### config.mk
export PLATFORM = sky130hd
export DESIGN_NAME = id_stage
export DESIGN_NICKNAME = d
export VERILOG_FILES = /design/src/verilog/rv_id_pkg.sv /design/src/verilog/id_decoder.sv /design/src/verilog/id_ex_reg.sv /design/src/verilog/id_stage.sv /design/src/verilog/imm_gen.sv
export SDC_FILE = /design/constraint.sdc
export NUM_CORES = 1
export LEC_CHECK = 0
export BUFFER_PORTS_ARGS = -buffer_cell sky130_fd_sc_hd__buf_2
export CAP_MARGIN = 0
export CORE_MARGIN = 5
export CORE_UTILIZATION = 50
export CTS_CLUSTER_DIAMETER = 100
export DETAILED_ROUTE_END_ITERATION = 12
export MAX_ROUTING_LAYER = met4
export PLACE_DENSITY = 0.89
export REMOVE_ABC_BUFFERS = 1
export SLEW_MARGIN = 20
export SYNTH_ARGS = -nofsm -noshare
export SYNTH_HDL_FRONTEND = slang
export SYNTH_HIERARCHICAL = 1
export SYNTH_SLANG_ARGS = --single-unit
export TNS_END_PERCENT = 30
### constraint.sdc
create_clock -name clk_i -period 4.3 [get_ports clk_i]
set_input_delay 0.43 -clock clk_i [delete_from_list [all_inputs] [get_ports clk_i]]
set_output_delay 0.43 -clock clk_i [all_outputs]
set_load 0.005 [all_outputs]
### src/verilog/rv_id_pkg.sv
package rv_id_pkg;

    parameter int XLEN_DEF = 32;                // default data width

    // ==============================
    // opcodes
    // ==============================
    typedef enum logic [6:0] {
        OPC_LOAD   = 7'b0000011,
        OPC_OP_IMM = 7'b0010011,
        OPC_AUIPC  = 7'b0010111,
        OPC_STORE  = 7'b0100011,
        OPC_OP     = 7'b0110011,                // base and M extension
        OPC_LUI    = 7'b0110111,
        OPC_BRANCH = 7'b1100011,
        OPC_JALR   = 7'b1100111,
        OPC_JAL    = 7'b1101111
    } opcode_e;

    // ==============================
    // control field encodings
    // ==============================
    typedef enum logic [4:0] {
        ALU_ADD    = 5'd0,
        ALU_SUB    = 5'd1,
        ALU_SLL    = 5'd2,
        ALU_SLT    = 5'd3,
        ALU_SLTU   = 5'd4,
        ALU_XOR    = 5'd5,
        ALU_SRL    = 5'd6,
        ALU_SRA    = 5'd7,
        ALU_OR     = 5'd8,
        ALU_AND    = 5'd9,
        ALU_MUL    = 5'd10,
        ALU_MULH   = 5'd11,
        ALU_MULHSU = 5'd12,
        ALU_MULHU  = 5'd13,
        ALU_DIV    = 5'd14,
        ALU_DIVU   = 5'd15,
        ALU_REM    = 5'd16,
        ALU_REMU   = 5'd17,
        ALU_ERROR  = 5'd31                      // no valid operation
    } alu_op_e;

    typedef enum logic [2:0] {
        IMM_NONE, IMM_I, IMM_S, IMM_B, IMM_U, IMM_J
    } imm_type_e;

    typedef enum logic [3:0] {
        DMEM_NONE, DMEM_LB, DMEM_LH, DMEM_LW, DMEM_LBU, DMEM_LHU,
        DMEM_SB, DMEM_SH, DMEM_SW
    } dmem_type_e;

    typedef enum logic [1:0] {
        WB_ALU, WB_MEM, WB_IMM
    } wb_src_e;

    typedef enum logic {OPA_RF, OPA_PC} op_a_sel_e;
    typedef enum logic {OPB_RF, OPB_IMM} op_b_sel_e;

    // ==============================
    // pipeline structs
    // ==============================
    typedef struct packed {
        alu_op_e    alu_op;
        op_a_sel_e  op_a_sel;                   // rs1 or pc
        op_b_sel_e  op_b_sel;                   // rs2 or imm
        imm_type_e  imm_type;
        logic       beq;
        logic       blt;                        // blt, bltu
        logic       branch_b;                   // any B-type
        logic       jal;
        logic       jalr;
        dmem_type_e dmem_type;
        wb_src_e    wb_src;
        logic       wb_en;
        logic       illegal;                    // trap raised downstream
    } id_ctrl_t;

    typedef struct packed {
        id_ctrl_t            ctrl;
        logic [XLEN_DEF-1:0] imm;
        logic [XLEN_DEF-1:0] pc;
    } id_ex_t;

endpackage
### src/verilog/id_decoder.sv
module id_decoder (
    input  logic [31:0]         instr_i,
    output rv_id_pkg::id_ctrl_t ctrl_o
);
    import rv_id_pkg::*;

    opcode_e    opcode;
    logic [2:0] funct3;
    logic       alt_bit;                        // bit 30, sub and sra

    assign opcode  = opcode_e'(instr_i[6:0]);
    assign funct3  = instr_i[14:12];
    assign alt_bit = instr_i[30];

    always_comb begin
        // defaults, overridden per opcode
        ctrl_o.alu_op    = ALU_ERROR;
        ctrl_o.op_a_sel  = OPA_RF;
        ctrl_o.op_b_sel  = OPB_IMM;
        ctrl_o.imm_type  = IMM_NONE;
        ctrl_o.beq       = 1'b0;
        ctrl_o.blt       = 1'b0;
        ctrl_o.branch_b  = 1'b0;
        ctrl_o.jal       = 1'b0;
        ctrl_o.jalr      = 1'b0;
        ctrl_o.dmem_type = DMEM_NONE;
        ctrl_o.wb_src    = WB_ALU;
        ctrl_o.wb_en     = 1'b1;
        ctrl_o.illegal   = 1'b0;
        case (opcode)
            OPC_LOAD: begin
                ctrl_o.imm_type = IMM_I;
                ctrl_o.alu_op   = ALU_ADD;          // address calc
                ctrl_o.wb_src   = WB_MEM;
                case (funct3)
                    3'b000:  ctrl_o.dmem_type = DMEM_LB;
                    3'b001:  ctrl_o.dmem_type = DMEM_LH;
                    3'b010:  ctrl_o.dmem_type = DMEM_LW;
                    3'b100:  ctrl_o.dmem_type = DMEM_LBU;
                    3'b101:  ctrl_o.dmem_type = DMEM_LHU;
                    default: ctrl_o.illegal   = 1'b1;
                endcase
            end
            OPC_OP_IMM: begin
                ctrl_o.imm_type = IMM_I;
                case (funct3)
                    3'b000:  ctrl_o.alu_op = ALU_ADD;   // addi
                    3'b001:  ctrl_o.alu_op = ALU_SLL;   // slli
                    3'b010:  ctrl_o.alu_op = ALU_SLT;   // slti
                    3'b011:  ctrl_o.alu_op = ALU_SLTU;  // sltiu
                    3'b100:  ctrl_o.alu_op = ALU_XOR;   // xori
                    3'b101:  ctrl_o.alu_op = alt_bit ? ALU_SRA : ALU_SRL;
                    3'b110:  ctrl_o.alu_op = ALU_OR;    // ori
                    default: ctrl_o.alu_op = ALU_AND;   // andi
                endcase
            end
            OPC_AUIPC: begin
                ctrl_o.imm_type = IMM_U;
                ctrl_o.alu_op   = ALU_ADD;
                ctrl_o.op_a_sel = OPA_PC;               // pc + imm
            end
            OPC_STORE: begin
                ctrl_o.imm_type = IMM_S;
                ctrl_o.alu_op   = ALU_ADD;
                ctrl_o.wb_en    = 1'b0;
                case (funct3)
                    3'b000:  ctrl_o.dmem_type = DMEM_SB;
                    3'b001:  ctrl_o.dmem_type = DMEM_SH;
                    3'b010:  ctrl_o.dmem_type = DMEM_SW;
                    default: ctrl_o.illegal   = 1'b1;
                endcase
            end
            OPC_OP: begin
                ctrl_o.op_b_sel = OPB_RF;               // register-register
                if (instr_i[25]) begin                  // M extension
                    case (funct3)
                        3'b000:  ctrl_o.alu_op = ALU_MUL;
                        3'b001:  ctrl_o.alu_op = ALU_MULH;
                        3'b010:  ctrl_o.alu_op = ALU_MULHSU;
                        3'b011:  ctrl_o.alu_op = ALU_MULHU;
                        3'b100:  ctrl_o.alu_op = ALU_DIV;
                        3'b101:  ctrl_o.alu_op = ALU_DIVU;
                        3'b110:  ctrl_o.alu_op = ALU_REM;
                        default: ctrl_o.alu_op = ALU_REMU;
                    endcase
                end else begin
                    case (funct3)
                        3'b000:  ctrl_o.alu_op = alt_bit ? ALU_SUB : ALU_ADD;
                        3'b001:  ctrl_o.alu_op = ALU_SLL;
                        3'b010:  ctrl_o.alu_op = ALU_SLT;
                        3'b011:  ctrl_o.alu_op = ALU_SLTU;
                        3'b100:  ctrl_o.alu_op = ALU_XOR;
                        3'b101:  ctrl_o.alu_op = alt_bit ? ALU_SRA : ALU_SRL;
                        3'b110:  ctrl_o.alu_op = ALU_OR;
                        default: ctrl_o.alu_op = ALU_AND;
                    endcase
                end
            end
            OPC_LUI: begin
                ctrl_o.imm_type = IMM_U;
                ctrl_o.alu_op   = ALU_ADD;
                ctrl_o.wb_src   = WB_IMM;               // imm straight to rd
            end
            OPC_BRANCH: begin
                ctrl_o.imm_type = IMM_B;
                ctrl_o.branch_b = 1'b1;
                ctrl_o.op_a_sel = OPA_PC;
                ctrl_o.wb_en    = 1'b0;
                case (funct3)
                    3'b000: begin                       // beq
                        ctrl_o.alu_op = ALU_SUB;
                        ctrl_o.beq    = 1'b1;
                    end
                    3'b001:  ctrl_o.alu_op = ALU_SUB;   // bne
                    3'b100: begin                       // blt
                        ctrl_o.alu_op = ALU_SLT;
                        ctrl_o.blt    = 1'b1;
                    end
                    3'b101:  ctrl_o.alu_op = ALU_SLT;   // bge
                    3'b110: begin                       // bltu
                        ctrl_o.alu_op = ALU_SLTU;
                        ctrl_o.blt    = 1'b1;
                    end
                    3'b111:  ctrl_o.alu_op = ALU_SLTU;  // bgeu
                    default: ctrl_o.illegal = 1'b1;
                endcase
            end
            OPC_JALR: begin
                ctrl_o.imm_type = IMM_I;
                ctrl_o.jalr     = 1'b1;
                ctrl_o.alu_op   = ALU_ADD;
                ctrl_o.wb_src   = WB_IMM;
            end
            OPC_JAL: begin
                ctrl_o.imm_type = IMM_J;
                ctrl_o.jal      = 1'b1;
                ctrl_o.alu_op   = ALU_ADD;
                ctrl_o.op_a_sel = OPA_PC;
                ctrl_o.wb_src   = WB_IMM;
            end
            default: ctrl_o.illegal = 1'b1;             // csr, fence, unknown
        endcase
    end

endmodule

### src/verilog/id_ex_reg.sv
module id_ex_reg #(
    parameter int XLEN = rv_id_pkg::XLEN_DEF
) (
    input  logic                clk_i,
    input  logic                rst_n_i,
    input  logic                valid_i,
    input  logic                stall_i,
    input  logic                flush_i,
    input  rv_id_pkg::id_ctrl_t ctrl_i,
    input  logic [XLEN-1:0]     imm_i,
    input  logic [XLEN-1:0]     pc_i,
    output rv_id_pkg::id_ex_t   id_ex_o,
    output logic                valid_o
);
    import rv_id_pkg::*;

    id_ex_t next_word;                          // merged decode results

    assign next_word.ctrl = ctrl_i;
    assign next_word.imm  = imm_i;
    assign next_word.pc   = pc_i;

    // ==============================
    // flush > stall > load
    // ==============================
    always_ff @(posedge clk_i) begin
        if (!rst_n_i) begin
            id_ex_o <= '0;
            valid_o <= 1'b0;
        end else if (flush_i) begin
            valid_o <= 1'b0;                    // payload left as is
        end else if (!stall_i) begin
            id_ex_o <= next_word;
            valid_o <= valid_i;
        end
    end

endmodule

### src/verilog/id_stage.sv
module id_stage #(
    parameter int XLEN = rv_id_pkg::XLEN_DEF
) (
    input  logic              clk_i,
    input  logic              rst_n_i,
    input  logic [31:0]       instr_i,
    input  logic [XLEN-1:0]   pc_i,
    input  logic              valid_i,
    input  logic              stall_i,
    input  logic              flush_i,
    output rv_id_pkg::id_ex_t id_ex_o,
    output logic              valid_o
);
    import rv_id_pkg::*;

    id_ctrl_t        ctrl;                      // decoder result
    logic [XLEN-1:0] imm;                       // immediate result

    id_decoder id_decoder_i (
        .instr_i (instr_i),
        .ctrl_o  (ctrl)
    );

    imm_gen #(.XLEN(XLEN)) imm_gen_i (
        .instr_i    (instr_i),
        .imm_type_i (ctrl.imm_type),
        .imm_o      (imm)
    );

    id_ex_reg #(.XLEN(XLEN)) id_ex_reg_i (
        .clk_i   (clk_i),
        .rst_n_i (rst_n_i),
        .valid_i (valid_i),
        .stall_i (stall_i),
        .flush_i (flush_i),
        .ctrl_i  (ctrl),
        .imm_i   (imm),
        .pc_i    (pc_i),
        .id_ex_o (id_ex_o),
        .valid_o (valid_o)
    );

endmodule

### src/verilog/imm_gen.sv
module imm_gen #(
    parameter int XLEN = rv_id_pkg::XLEN_DEF
) (
    input  logic [31:0]          instr_i,
    input  rv_id_pkg::imm_type_e imm_type_i,
    output logic [XLEN-1:0]      imm_o
);
    import rv_id_pkg::*;

    logic        sign;
    logic [31:0] imm_raw;                       // 32-bit form before widening

    assign sign = instr_i[31];

    // ==============================
    // per-format extraction
    // ==============================
    always_comb begin
        case (imm_type_i)
            IMM_I: imm_raw = {{20{sign}}, instr_i[31:20]};
            IMM_S: imm_raw = {{20{sign}}, instr_i[31:25], instr_i[11:7]};
            IMM_B: begin
                imm_raw = {{19{sign}}, instr_i[31], instr_i[7],
                           instr_i[30:25], instr_i[11:8], 1'b0};   // halfword aligned
            end
            IMM_U: imm_raw = {instr_i[31:12], 12'b0};              // upper 20 bits
            IMM_J: begin
                imm_raw = {{11{sign}}, instr_i[31], instr_i[19:12],
                           instr_i[20], instr_i[30:21], 1'b0};
            end
            default: imm_raw = '0;              // no immediate
        endcase
    end

    // sign extension up to XLEN
    assign imm_o = XLEN'($signed(imm_raw));

endmodule

==> out/qor.yml <==
fin_setup_tns_ps: 0
drt_iter0_markers: 265
worstHoldEndpoint: "id_ex_reg_i/id_ex_o[19]"
maxSlewHeadroom: 0.357
crit_chain: "buf_2, and4bb_4, nand2_2, inv_1, nor2b_2, o21ai_1, o21ai_0, nand2_1, o21ai_1"
crit_start: "instr_i[2]"
setup_viol_count_final: 0
place_area_mm2: 0.00523
synthTopCellsByArea: "dfxtp_1, o211ai_1, nand2_1, o21ai_0, clkbuf_1"
endpoint_kind: "register"
yosysUniqueCellTypes: 65
die_h_um: 106
synth_area_per_cell_um2: 8.16
synth_top_area_frac: 0.385
viasPerCell: 5.76
die_x_um: 106
hp-start: "pc_i[19]"
period_needed_ps: 2310
clk_pin_slew_worst_paths_ps: 90
grt_pass1_wl_um: 20400
dr_total_vias: 4552
h-tree-depth: 3
fill_cells: 826
maxCapViolations: 0
rr_endpoint: "id_ex_reg_i/id_ex_o[53]"
postCtsResizedCells: 0
min_period_over_period: 0.538
overflow: 0
regArea_mm2: 0.00176
slowest_stage: "o21ai_1"
clk_path_buf_depth: 2
insertion_delay_ps: 350
fin_skew_ps: 0
grt_usage: 0.220
yosys.area.top_type: "dfxtp_1"
multi_input_area_mm2: 0.00248
grt_pass1_vias: 4268
cts_tree: "built"
postSynth.asyncResetShare: 0
ant_nets: 0
nets: 751
cpMostUsedCell: "o21ai_1"
synthCells: 561
slowest_delay_ps: 480
n_antenna_cell: 0
synth-edff-count: 0
post_drt_wl_per_cell_um: 15.9
syn2layout_area_growth_pct: 18.8
path_class: "in2reg"
cts_num_sinks: 88
rsz0062_at_grt: "false"
post-place-ws_ps: 1650
grt_start_max_net_pins: 89
synth_area_mm2: 0.00458
crit_fanout: 21
r2r_slack_ps: 3580
final.setup.worst_slack_ps: 1990
dp_hpwl_um: 8480
holdPathStages: 3
place.gp.congestion: 0.919
hold_path_class: "in2reg"
start_util: 0.505
antenna_found_initial: 0
coreArea_mm2: 0.00906
drt-total-wl_um: 12600
hold_viol: 0
worstPathArrival_ps: 2510
p_leak_uw: 0.00237
synth_ff_type: "dfxtp_1"
core.rowCount: 35
worstRegToRegCells: 2
power.density_mw_per_mm2: 304
rr_startpoint: "id_ex_reg_i/id_ex_o[53]"
worst_slew_pin_slew_ps: 965
drc: 0
portBuffers: 156
synth_warnings: 6
fmax_mhz: 432
cts-buffers-inserted: 9
synth_seq_cells: 88
drive_above_1_share: 0.309
fin_area_mm2: 0.00544
yosys-top-cells-count: "nand2_1, dfxtp_1, o211ai_1, o21ai_0, clkbuf_1"
die_area_mm2: 0.0112
required_ps: 4500
start_kind: "input port"
cts_setup_buffers: 0
root_buffer: "clkbuf_8"
slew_viol_final: 0
ios: 157
power_uw: 1650
yosysSeqAreaShare: 0.385
ir_worst_vdd_mv: 0.150
firstDrtPassIters: 7
synth.most_common_cell: "nand2_1"
ctsHoldBuffers: 0
status: "finished, final reports clean"
==> metrics by stage <==
stage / instances / hold WS (ps) / util
after floorplan: 502 / 473 / -
after detailed placement: 774 / 468 / 0.577
after CTS: 790 / 298 / 0.600
after global routing: 790 / 301 / 0.600
after global placement: 774 / 466 / 0.577
final: 790 / 311 / 0.600
==> power by group <==
part	internal (µW)	switching (µW)	total [µW]
sequential	837	11.1	849
clock	289	306	596
combinational	74.6	135	209
total	1200	452	1650
==> sequential cells by signal (all words and copies together), names as in the netlist <==
| name | count |
|---|---|
| id_ex_reg_i/valid_o | 1 |
| id_ex_reg_i/id_ex_o | 87 |
==> area by class of cell <==
cell class	count	share of cell area
Multi-Input combinational cell	407	0.456
Tap cell	111	0.0255
Clock buffer	11	0.0260
Inverter	7	0.00529
Timing Repair Buffer	161	0.151
Clock inverter	5	0.0117
Sequential cell	88	0.324
==> how the worst max path moves through the flow <==
stage	to	slack [ps]	depth (start not counted)
floorplan	id_ex_reg_i/id_ex_o[0]	2120	2
global placement	id_ex_reg_i/id_ex_o[59]	1770	9
detailed placement	id_ex_reg_i/id_ex_o[52]	1650	9
CTS	id_ex_reg_i/id_ex_o[52]	2030	9
global route	id_ex_reg_i/id_ex_o[58]	1770	9
finish	id_ex_reg_i/id_ex_o[53]	1990	9
==> layout by cell type, fill, tap and decap left out, types with 3 or more instances in the layout <==
cell | synthesis | layout
buf_2 | 9 | 155
inv_1 | 5 | 5
and2_1 | 6 | 6
a22o_1 | 4 | 4
nand3_1 | 4 | 4
nor3_1 | 5 | 5
o21ai_1 | 23 | 23
nor2_1 | 8 | 8
a21oi_1 | 7 | 7
o21ai_2 | 10 | 10
o211ai_1 | 88 | 88
buf_4 | 3 | 6
nand2_1 | 110 | 110
dfxtp_1 | 88 | 88
and2b_1 | 3 | 3
a21o_1 | 10 | 10
ha_1 | 8 | 8
clkbuf_8 | 0 | 10
nand2b_1 | 3 | 3
o21ai_0 | 70 | 70
==> metal layers <==
| metal | GRT usage | part of all wire | vias to the layer above |
|---|---|---|---|
| met4 | 0.0592 | 0.010 | 0 |
| met3 | 0.0478 | 0.075 | 15 |
| met2 | 0.358 | 0.48 | 174 |
| met1 | 0.278 | 0.43 | 2124 |
| met5 | - | 0 | - |
| li1 | - | - | 2239 |
==> critical path: cells and delay by family <==
family	cells	cell delay (ps)
AOI/OAI and AO/OA	3	740
buffers and inverters	2	560
and+or+nand+nor	4	770
==> cell families (layout without fill, tap and decap cells) <==
kind of cell / count (synthesis) / in the layout / synth area share
simple gates: 167 / 167 / 0.179
fa+ha+maj: 9 / 9 / 0.0241
buf+inv: 66 / 184 / 0.0727
mux: 2 / 2 / 0.00547
flops: 88 / 88 / 0.385
xor+xnor: 1 / 1 / 0.00191
compound gates: 228 / 228 / 0.331
No activity file was read; power rests on OpenSTA's default activity.
